**config.mk**
```make
export PLATFORM = sky130hd
export DESIGN_NAME = rv_alu_core
export DESIGN_NICKNAME = d
export VERILOG_FILES = /design/src/rv_pkg.sv /design/src/exec_core.sv /design/src/fetch_unit.sv /design/src/insn_queue.sv /design/src/rv_alu.sv /design/src/rv_alu_core.sv
export SDC_FILE = /design/constraint.sdc
export NUM_CORES = 2
export LEC_CHECK = 0
export BUFFER_PORTS_ARGS = -buffer_cell sky130_fd_sc_hd__buf_2
export CAP_MARGIN = 20
export CORE_MARGIN = 2
export CORE_UTILIZATION = 48
export DETAILED_ROUTE_END_ITERATION = 7
export PLACE_DENSITY_LB_ADDON = 0.15
export SYNTH_ARGS = -nofsm -noshare
export SYNTH_HDL_FRONTEND = slang
export SYNTH_SLANG_ARGS = --single-unit
```
**constraint.sdc**
```tcl
create_clock -name clk -period 13.12 [get_ports clk]
set_clock_uncertainty 0.05 [all_clocks]
set_input_delay 0.656 -clock clk [delete_from_list [all_inputs] [get_ports clk]]
set_output_delay 0.656 -clock clk [all_outputs]
set_load 0.02 [all_outputs]
```
**src/rv_pkg.sv**
```systemverilog
`default_nettype none

package rv_pkg;

  ////////////////////////////////////////
  // sizes
  ////////////////////////////////////////

  localparam int unsigned xlen        = 32;
  localparam int unsigned reg_count   = 32;
  localparam int unsigned queue_depth = 4;

  typedef logic [xlen-1:0]              word_t;
  typedef logic [31:0]                  addr_t;
  typedef logic [$clog2(reg_count)-1:0] reg_idx_t;

  // byte step between instruction words and between retire slots
  localparam addr_t insn_step = 32'd4;
  localparam addr_t reset_pc  = 32'd0;

  ////////////////////////////////////////
  // instruction encoding
  ////////////////////////////////////////

  localparam logic [6:0] opc_op_imm = 7'b0010011;
  localparam logic [6:0] opc_op     = 7'b0110011;

  // shared by the immediate and register forms
  localparam logic [2:0] funct3_add  = 3'h0;
  localparam logic [2:0] funct3_sll  = 3'h1;
  localparam logic [2:0] funct3_slt  = 3'h2;
  localparam logic [2:0] funct3_sltu = 3'h3;
  localparam logic [2:0] funct3_xor  = 3'h4;
  localparam logic [2:0] funct3_srl  = 3'h5;
  localparam logic [2:0] funct3_or   = 3'h6;
  localparam logic [2:0] funct3_and  = 3'h7;

  // alt selects sub, sra and srai
  localparam logic [6:0] funct7_base = 7'h00;
  localparam logic [6:0] funct7_alt  = 7'h20;

  ////////////////////////////////////////
  // alu operations
  ////////////////////////////////////////

  typedef enum logic [4:0] {
    alu_nop,
    alu_addi,
    alu_slti,
    alu_sltiu,
    alu_xori,
    alu_ori,
    alu_andi,
    alu_slli,
    alu_srli,
    alu_srai,
    alu_add,
    alu_sub,
    alu_sll,
    alu_slt,
    alu_sltu,
    alu_xor,
    alu_srl,
    alu_sra,
    alu_or,
    alu_and
  } alu_op_t;

endpackage

`default_nettype wire

```
**src/exec_core.sv**
```systemverilog
`timescale 1ns/1ps
`default_nettype none

module exec_core (
  input  logic          clk,
  input  logic          rst_n,
  input  logic          empty,
  input  rv_pkg::word_t head_data,
  output logic          pop,
  output logic          dmem_wen,
  output rv_pkg::addr_t dmem_addr,
  output rv_pkg::word_t dmem_data
);
  import rv_pkg::*;

  // fields of the head word
  logic [6:0] opcode;
  reg_idx_t   rd;
  reg_idx_t   rs1;
  reg_idx_t   rs2;
  logic [2:0] funct3;
  logic [6:0] funct7;
  word_t      imm;
  alu_op_t    op;
  logic       is_reg;
  logic       stall;

  // decode register
  logic       dec_valid;
  alu_op_t    dec_op;
  reg_idx_t   dec_rd;
  logic       dec_wr;
  word_t      dec_a;
  word_t      dec_b;

  word_t      rf [reg_count];
  word_t      rs1_val;
  word_t      rs2_val;
  word_t      alu_y;
  logic       wb_en;

  ////////////////////////////////////////
  // decode
  ////////////////////////////////////////

  assign opcode = head_data[6:0];
  assign rd     = head_data[11:7];
  assign funct3 = head_data[14:12];
  assign rs1    = head_data[19:15];
  assign rs2    = head_data[24:20];
  assign funct7 = head_data[31:25];
  assign imm    = {{(xlen-12){head_data[31]}}, head_data[31:20]};

  always_comb begin
    op     = alu_nop;
    is_reg = 1'b0;
    if (opcode == opc_op_imm) begin
      case (funct3)
        funct3_add:  op = alu_addi;
        funct3_slt:  op = alu_slti;
        funct3_sltu: op = alu_sltiu;
        funct3_xor:  op = alu_xori;
        funct3_or:   op = alu_ori;
        funct3_and:  op = alu_andi;
        funct3_sll:  op = (funct7 == funct7_base) ? alu_slli : alu_nop;
        funct3_srl: begin
          if (funct7 == funct7_base) begin
            op = alu_srli;
          end else if (funct7 == funct7_alt) begin
            op = alu_srai;
          end
        end
        default:     op = alu_nop;
      endcase
    end else if (opcode == opc_op) begin
      is_reg = 1'b1;
      if (funct7 == funct7_base) begin
        case (funct3)
          funct3_add:  op = alu_add;
          funct3_sll:  op = alu_sll;
          funct3_slt:  op = alu_slt;
          funct3_sltu: op = alu_sltu;
          funct3_xor:  op = alu_xor;
          funct3_srl:  op = alu_srl;
          funct3_or:   op = alu_or;
          funct3_and:  op = alu_and;
          default:     op = alu_nop;
        endcase
      end else if (funct7 == funct7_alt) begin
        case (funct3)
          funct3_add: op = alu_sub;
          funct3_srl: op = alu_sra;
          default:    op = alu_nop;
        endcase
      end
    end
  end

  // wait while a source matches the pending destination
  assign stall = dec_valid && dec_wr &&
                 ((rs1 == dec_rd) || (is_reg && (rs2 == dec_rd)));
  assign pop   = !empty && !stall;

  ////////////////////////////////////////
  // register file
  ////////////////////////////////////////

  assign wb_en = dec_valid && dec_wr;

  // x0 reads zero, a same-cycle write is passed through
  always_comb begin
    if (rs1 == '0) begin
      rs1_val = '0;
    end else if (wb_en && (rs1 == dec_rd)) begin
      rs1_val = alu_y;
    end else begin
      rs1_val = rf[rs1];
    end
  end

  always_comb begin
    if (rs2 == '0) begin
      rs2_val = '0;
    end else if (wb_en && (rs2 == dec_rd)) begin
      rs2_val = alu_y;
    end else begin
      rs2_val = rf[rs2];
    end
  end

  always_ff @(posedge clk or negedge rst_n) begin
    if (!rst_n) begin
      for (int i = 0; i < reg_count; i++) begin
        rf[i] <= '0;
      end
    end else if (wb_en) begin
      rf[dec_rd] <= alu_y;
    end
  end

  ////////////////////////////////////////
  // decode register and retire
  ////////////////////////////////////////

  always_ff @(posedge clk or negedge rst_n) begin
    if (!rst_n) begin
      dec_valid <= 1'b0;
    end else begin
      dec_valid <= pop;
    end
  end

  // unknown opcodes and rd of x0 never write
  always_ff @(posedge clk) begin
    if (pop) begin
      dec_op <= op;
      dec_rd <= rd;
      dec_wr <= (op != alu_nop) && (rd != '0);
      dec_a  <= rs1_val;
      dec_b  <= is_reg ? rs2_val : imm;
    end
  end

  rv_alu rv_alu_inst (
    .op (dec_op),
    .a  (dec_a),
    .b  (dec_b),
    .y  (alu_y)
  );

  // address moves on after each retire cycle
  always_ff @(posedge clk or negedge rst_n) begin
    if (!rst_n) begin
      dmem_wen  <= 1'b0;
      dmem_addr <= '0;
    end else begin
      dmem_wen <= dec_valid;
      if (dmem_wen) begin
        dmem_addr <= dmem_addr + insn_step;
      end
    end
  end

  always_ff @(posedge clk) begin
    if (dec_valid) begin
      dmem_data <= alu_y;
    end
  end

endmodule

`default_nettype wire

```
**src/fetch_unit.sv**
```systemverilog
`timescale 1ns/1ps
`default_nettype none

module fetch_unit (
  input  logic          clk,
  input  logic          rst_n,
  input  logic          full,
  input  rv_pkg::word_t imem_insn,
  output rv_pkg::addr_t imem_addr,
  output logic          push,
  output rv_pkg::word_t push_data
);
  import rv_pkg::*;

  addr_t pc;
  logic  run;

  // goes high on the first edge out of reset and stays there
  always_ff @(posedge clk or negedge rst_n) begin
    if (!rst_n) begin
      run <= 1'b0;
    end else begin
      run <= 1'b1;
    end
  end

  // pc only moves when the word at it went into the queue
  always_ff @(posedge clk or negedge rst_n) begin
    if (!rst_n) begin
      pc <= reset_pc;
    end else if (push) begin
      pc <= pc + insn_step;
    end
  end

  assign imem_addr = pc;

  // memory answers combinationally, so the word is ready this cycle
  assign push      = run && !full;
  assign push_data = imem_insn;

endmodule

`default_nettype wire

```
**src/insn_queue.sv**
```systemverilog
`timescale 1ns/1ps
`default_nettype none

module insn_queue (
  input  logic          clk,
  input  logic          rst_n,
  input  logic          push,
  input  rv_pkg::word_t push_data,
  input  logic          pop,
  output logic          full,
  output logic          empty,
  output rv_pkg::word_t head_data
);
  import rv_pkg::*;

  localparam int unsigned ptr_w = $clog2(queue_depth);
  localparam int unsigned cnt_w = $clog2(queue_depth + 1);

  localparam logic [cnt_w-1:0] count_full = cnt_w'(queue_depth);
  localparam logic [ptr_w-1:0] ptr_last   = ptr_w'(queue_depth - 1);

  word_t            mem [queue_depth];
  logic [ptr_w-1:0] wr_ptr;
  logic [ptr_w-1:0] rd_ptr;
  logic [cnt_w-1:0] count;
  logic             do_push;
  logic             do_pop;

  // wrap without relying on a power of two depth
  function automatic logic [ptr_w-1:0] next_ptr(logic [ptr_w-1:0] ptr);
    if (ptr == ptr_last) begin
      return '0;
    end
    return ptr + 1'b1;
  endfunction

  assign full  = (count == count_full);
  assign empty = (count == '0);

  // requests against a full or empty queue are dropped
  assign do_push = push && !full;
  assign do_pop  = pop && !empty;

  always_ff @(posedge clk or negedge rst_n) begin
    if (!rst_n) begin
      wr_ptr <= '0;
      rd_ptr <= '0;
      count  <= '0;
    end else begin
      if (do_push) begin
        wr_ptr <= next_ptr(wr_ptr);
      end
      if (do_pop) begin
        rd_ptr <= next_ptr(rd_ptr);
      end
      if (do_push && !do_pop) begin
        count <= count + 1'b1;
      end else if (do_pop && !do_push) begin
        count <= count - 1'b1;
      end
    end
  end

  ////////////////////////////////////////
  // storage
  ////////////////////////////////////////

  always_ff @(posedge clk) begin
    if (do_push) begin
      mem[wr_ptr] <= push_data;
    end
  end

  assign head_data = mem[rd_ptr];

endmodule

`default_nettype wire

```
**src/rv_alu.sv**
```systemverilog
`timescale 1ns/1ps
`default_nettype none

module rv_alu (
  input  rv_pkg::alu_op_t op,
  input  rv_pkg::word_t   a,
  input  rv_pkg::word_t   b,
  output rv_pkg::word_t   y
);
  import rv_pkg::*;

  reg_idx_t shamt;
  logic     lt_signed;
  logic     lt_unsigned;

  // only the low five bits of b count as a shift amount
  assign shamt = b[$bits(reg_idx_t)-1:0];

  assign lt_signed   = ($signed(a) < $signed(b));
  assign lt_unsigned = (a < b);

  // immediate forms get the sign-extended immediate on b
  always_comb begin
    case (op)
      alu_addi, alu_add: begin
        y = a + b;
      end
      alu_sub: begin
        y = a - b;
      end
      alu_slti, alu_slt: begin
        y = {{(xlen-1){1'b0}}, lt_signed};
      end
      alu_sltiu, alu_sltu: begin
        y = {{(xlen-1){1'b0}}, lt_unsigned};
      end
      alu_xori, alu_xor: begin
        y = a ^ b;
      end
      alu_ori, alu_or: begin
        y = a | b;
      end
      alu_andi, alu_and: begin
        y = a & b;
      end
      alu_slli, alu_sll: begin
        y = a << shamt;
      end
      alu_srli, alu_srl: begin
        y = a >> shamt;
      end
      alu_srai, alu_sra: begin
        // sign bit fills from the left
        y = word_t'($signed(a) >>> shamt);
      end
      default: begin
        y = '0;
      end
    endcase
  end

endmodule

`default_nettype wire

```
**src/rv_alu_core.sv**
```systemverilog
`timescale 1ns/1ps
`default_nettype none

module rv_alu_core (
  input  logic          clk,
  input  logic          rst_n,
  input  rv_pkg::word_t imem_insn,
  output rv_pkg::addr_t imem_addr,
  output logic          dmem_wen,
  output rv_pkg::addr_t dmem_addr,
  output rv_pkg::word_t dmem_data
);
  import rv_pkg::*;

  // fetch to queue
  logic  push;
  word_t push_data;
  logic  full;

  // queue to execute
  logic  pop;
  logic  empty;
  word_t head_data;

  fetch_unit fetch_unit_inst (
    .clk       (clk),
    .rst_n     (rst_n),
    .full      (full),
    .imem_insn (imem_insn),
    .imem_addr (imem_addr),
    .push      (push),
    .push_data (push_data)
  );

  insn_queue insn_queue_inst (
    .clk       (clk),
    .rst_n     (rst_n),
    .push      (push),
    .push_data (push_data),
    .pop       (pop),
    .full      (full),
    .empty     (empty),
    .head_data (head_data)
  );

  exec_core exec_core_inst (
    .clk       (clk),
    .rst_n     (rst_n),
    .empty     (empty),
    .head_data (head_data),
    .pop       (pop),
    .dmem_wen  (dmem_wen),
    .dmem_addr (dmem_addr),
    .dmem_data (dmem_data)
  );

endmodule

`default_nettype wire

```
==> impl_metrics.py <==
metrics = {
    "grt": {
        "grt_overflow": 0,
        "grt_max_degree": 166,
        "antenna_found_initial": 8,
        "grt_pass1_wl_um": 371000,
        "grt_pass1_vias": 54100,
        "grtUsageTotal_pct": 32.1,
    },
    "placed_design": {
        "place_ws_ns": 7.65,
        "hpwlAfterDp_um": 151000,
        "gp_congestion": 0.975,
        "io_buffer_count": 126,
    },
    "timing": {
        "fmax_mhz": 182,
        "final.setup.tns_ns": 0,
        "tightest_slew_ns": 1.21,
        "final_max_slew_viol_count": 0,
        "fin_crit_sh_pct": 41.9,
        "slew_headroom_pct": 19.1,
        "setup_viol": 0,
        "min_period_ns": 5.50,
        "worst_slack_ns": 7.62,
        "rsz0062_at_grt": "false",
        "fin_hold_ws_ns": 0.415,
        "hold_viol": 0,
    },
    "final_layout": {
        "seqCellArea_um2": 34400,
        "nets": 6555,
        "final_common_cell": "nand2_1",
        "fillers": 13200,
        "final_cell_mix": "nand2_1, dfrtp_1, o21ai_0, mux4_2, o21ai_1",
        "multi_input_area_um2": 36700,
        "layout-drive-gt1-share_pct": 20.4,
        "area_delta_synth_final_pct": 10.4,
    },
    "setup_path": {
        "crit_start": "insn_queue_inst.rd_ptr[1]",
        "cp-end-kind": "flip-flop",
        "crit_end": "exec_core_inst.dec_b[0]",
        "required_ns": 13.57,
        "r2r_start": "insn_queue_inst.rd_ptr[1]",
        "path_class": "flip-flop to flip-flop",
        "worst-r2r-setup-slack_ns": 7.62,
        "r2r_cells": 10,
        "crit_arrival_ns": 5.95,
        "worstPathMaxFanout": 95,
        "r2r-end": "exec_core_inst.dec_b[0]",
        "start_kind": "flip-flop",
    },
    "clock_tree": {
        "cts_buffer_depth": 3,
        "path_clk_slew_ns": 0.06,
        "cts_tree": "done",
        "cts_buffers": 150,
        "h-tree-depth": 4,
        "clock-root-buffer": "clkbuf_16",
        "cts_resized": 0,
        "clock_latency_ns": 0.82,
        "clock-sinks": 1329,
    },
    "power_and_ir_drop": {
        "power.density_nw_per_um2": 285,
        "total_power_uw": 23200,
        "ir_drop_uv": 227,
        "static-leakage-power_uw": 0.0339,
    },
    "floorplanning": {
        "die_h_um": 396,
        "initial_core_util_pct": 48.4,
        "die_area_um2": 157000,
        "core_um2": 152000,
        "boundaryPins": 131,
        "fp-row-count": 143,
        "die_x_um": 396,
    },
    "logic_synthesis": {
        "ys_types": 104,
        "muxShareOfSynthArea_pct": 22.8,
        "synth_compound_area_share_pct": 13.2,
        "synth.avg_cell_area_um2": 11.3,
        "synthArstFlopShare_pct": 82.3,
        "ys_seq_area_share_pct": 46.6,
        "synthAdderAreaFrac_pct": 2.00,
        "synth_top_family_by_area": "multiplexers",
        "ys_seq_elements": 1329,
        "synth_top_flop_cell": "dfrtp_1",
        "synth-edff-count": 235,
        "synth_simple_gate_area_share_pct": 10.1,
        "synth_cells": 6548,
        "yosysWarnings": 0,
        "syn_area_um2": 73800,
        "synth-xor-area-share_pct": 0.878,
    },
    "routing": {
        "drtIter0Drc": 6006,
        "dr.pass1.iters": 6,
        "vias": 55200,
        "remaining_drc_errors": 0,
        "wl_per_cell_um": 29.2,
        "drt-total-wl_um": 250000,
        "antenna_left": 0,
        "viasPerCell": 6.45,
    },
    "status": {
        "status": "complete, no violations",
    },
    "worst_hold_path": {
        "min_path_type": "flip-flop to flip-flop",
    },
    "run": {
        "maxCapViolCount": 0,
    },
}
## power by group
group | switching (uW) | internal (uW)
Sequential | 1280 | 5860
Combinational | 7110 | 4660
Clock | 1820 | 2510
## area by class of cell
| type | count | share of cell area (%) |
|---|---|---|
| multi-input combinational | 4466 | 45.0 |
| sequential | 1329 | 42.2 |
| clock buffer | 205 | 5.10 |
| tap | 2030 | 3.11 |
| timing repair buffer | 313 | 2.77 |
| clock inverter | 71 | 1.16 |
| inverter | 145 | 0.667 |
| antenna | 2 | 0.00614 |
## critical path, cell delays in order, from the launching register on
cell and delay [ns]:
dfrtp_1 0.54, buf_4 0.43, mux2i_1 0.13, nand2_1 0.13
o21a_4 0.47, buf_12 0.54, buf_12 0.60, mux4_2 0.60
mux4_2 0.50, mux2i_1 0.54, o221ai_1 0.22
## timing repair
item / 4_1_cts / 5_1_grt
buffers inserted: 0 / 0
hold buffers: 33 / 0
hold endpoints to repair: 238 / 0
## cells by family (layout without fill, tap and decap cells)
group	count (synthesis)	after routing
and+or+nand+nor	1783	1783
AOI/OAI and AO/OA	1677	1677
other	2	7
DFF	1329	1329
muxes	811	811
buffers and inverters	756	734
xor gates and xnor gates	74	74
adders and majority gates	116	116
## synth_stat cells, types with 32 or more instances
master       n  area share, %
a211oi_1    69           0.70
a21oi_1    220            1.5
buf_2      141           0.96
clkbuf_1   404            2.1
dfrtp_1   1094             37
edfxtp_1   235            9.6
ha_1       113            1.9
inv_1      138           0.70
mux2_2      35           0.53
mux2i_1     79            1.1
mux4_2     696             21
nand2_1   1203            6.1
nand3_1     68           0.46
nor2_1     262            1.3
nor2b_1     48           0.41
nor3_1      44           0.30
o211ai_1    32           0.33
o21ai_0    692            4.7
o21ai_1    379            2.6
xnor2_1     56           0.66
## flip-flops by register name, indices dropped and copies added, names as in the netlist
name and count:
exec_core_inst.rf 1024, insn_queue_inst.mem 128, exec_core_inst.dec_a 32, exec_core_inst.dec_b 32, exec_core_inst.dmem_data 32, exec_core_inst.dmem_addr 30
fetch_unit_inst.imem_addr 30, exec_core_inst.dec_op 5, exec_core_inst.dec_rd 5, insn_queue_inst.count 3, insn_queue_inst.rd_ptr 2, insn_queue_inst.wr_ptr 2
exec_core_inst.dec_valid 1, exec_core_inst.dec_wr 1, exec_core_inst.dmem_wen 1, fetch_unit_inst.run 1
## worst min-delay path by stage
stage / startpoint / endpoint / slack (ns) / cells past startpoint
floorplan: rst_n / exec_core_inst.dec_valid / 0.31 / 0
global placement: exec_core_inst.dmem_addr[31] / exec_core_inst.dmem_addr[31] / 0.41 / 1
detailed placement: exec_core_inst.dmem_addr[31] / exec_core_inst.dmem_addr[31] / 0.41 / 1
CTS: exec_core_inst.dmem_addr[31] / exec_core_inst.dmem_addr[31] / 0.42 / 1
global route: exec_core_inst.dmem_addr[31] / exec_core_inst.dmem_addr[31] / 0.43 / 1
finish: exec_core_inst.dmem_addr[31] / exec_core_inst.dmem_addr[31] / 0.42 / 1
## through the flow
step	utilization, %	instance area (um2)	instances
4_1_cts	53.5	81500	8554
5_1_grt	53.5	81600	8559
3_3_place_gp	49.9	76000	8243
6_report	53.5	81600	8561
2_1_floorplan	-	73900	6551
3_5_place_dp	49.9	76000	8245
## per-layer routing
metal	vias to the layer above	GRT usage, %	share of wire (%)
met5	-	0	0.022
met4	8	13.3	4.7
met3	557	7.79	10
met2	2615	48.4	45
met1	28100	44.8	40
li1	23900	-	-
(Power assumes the default switching activity.)
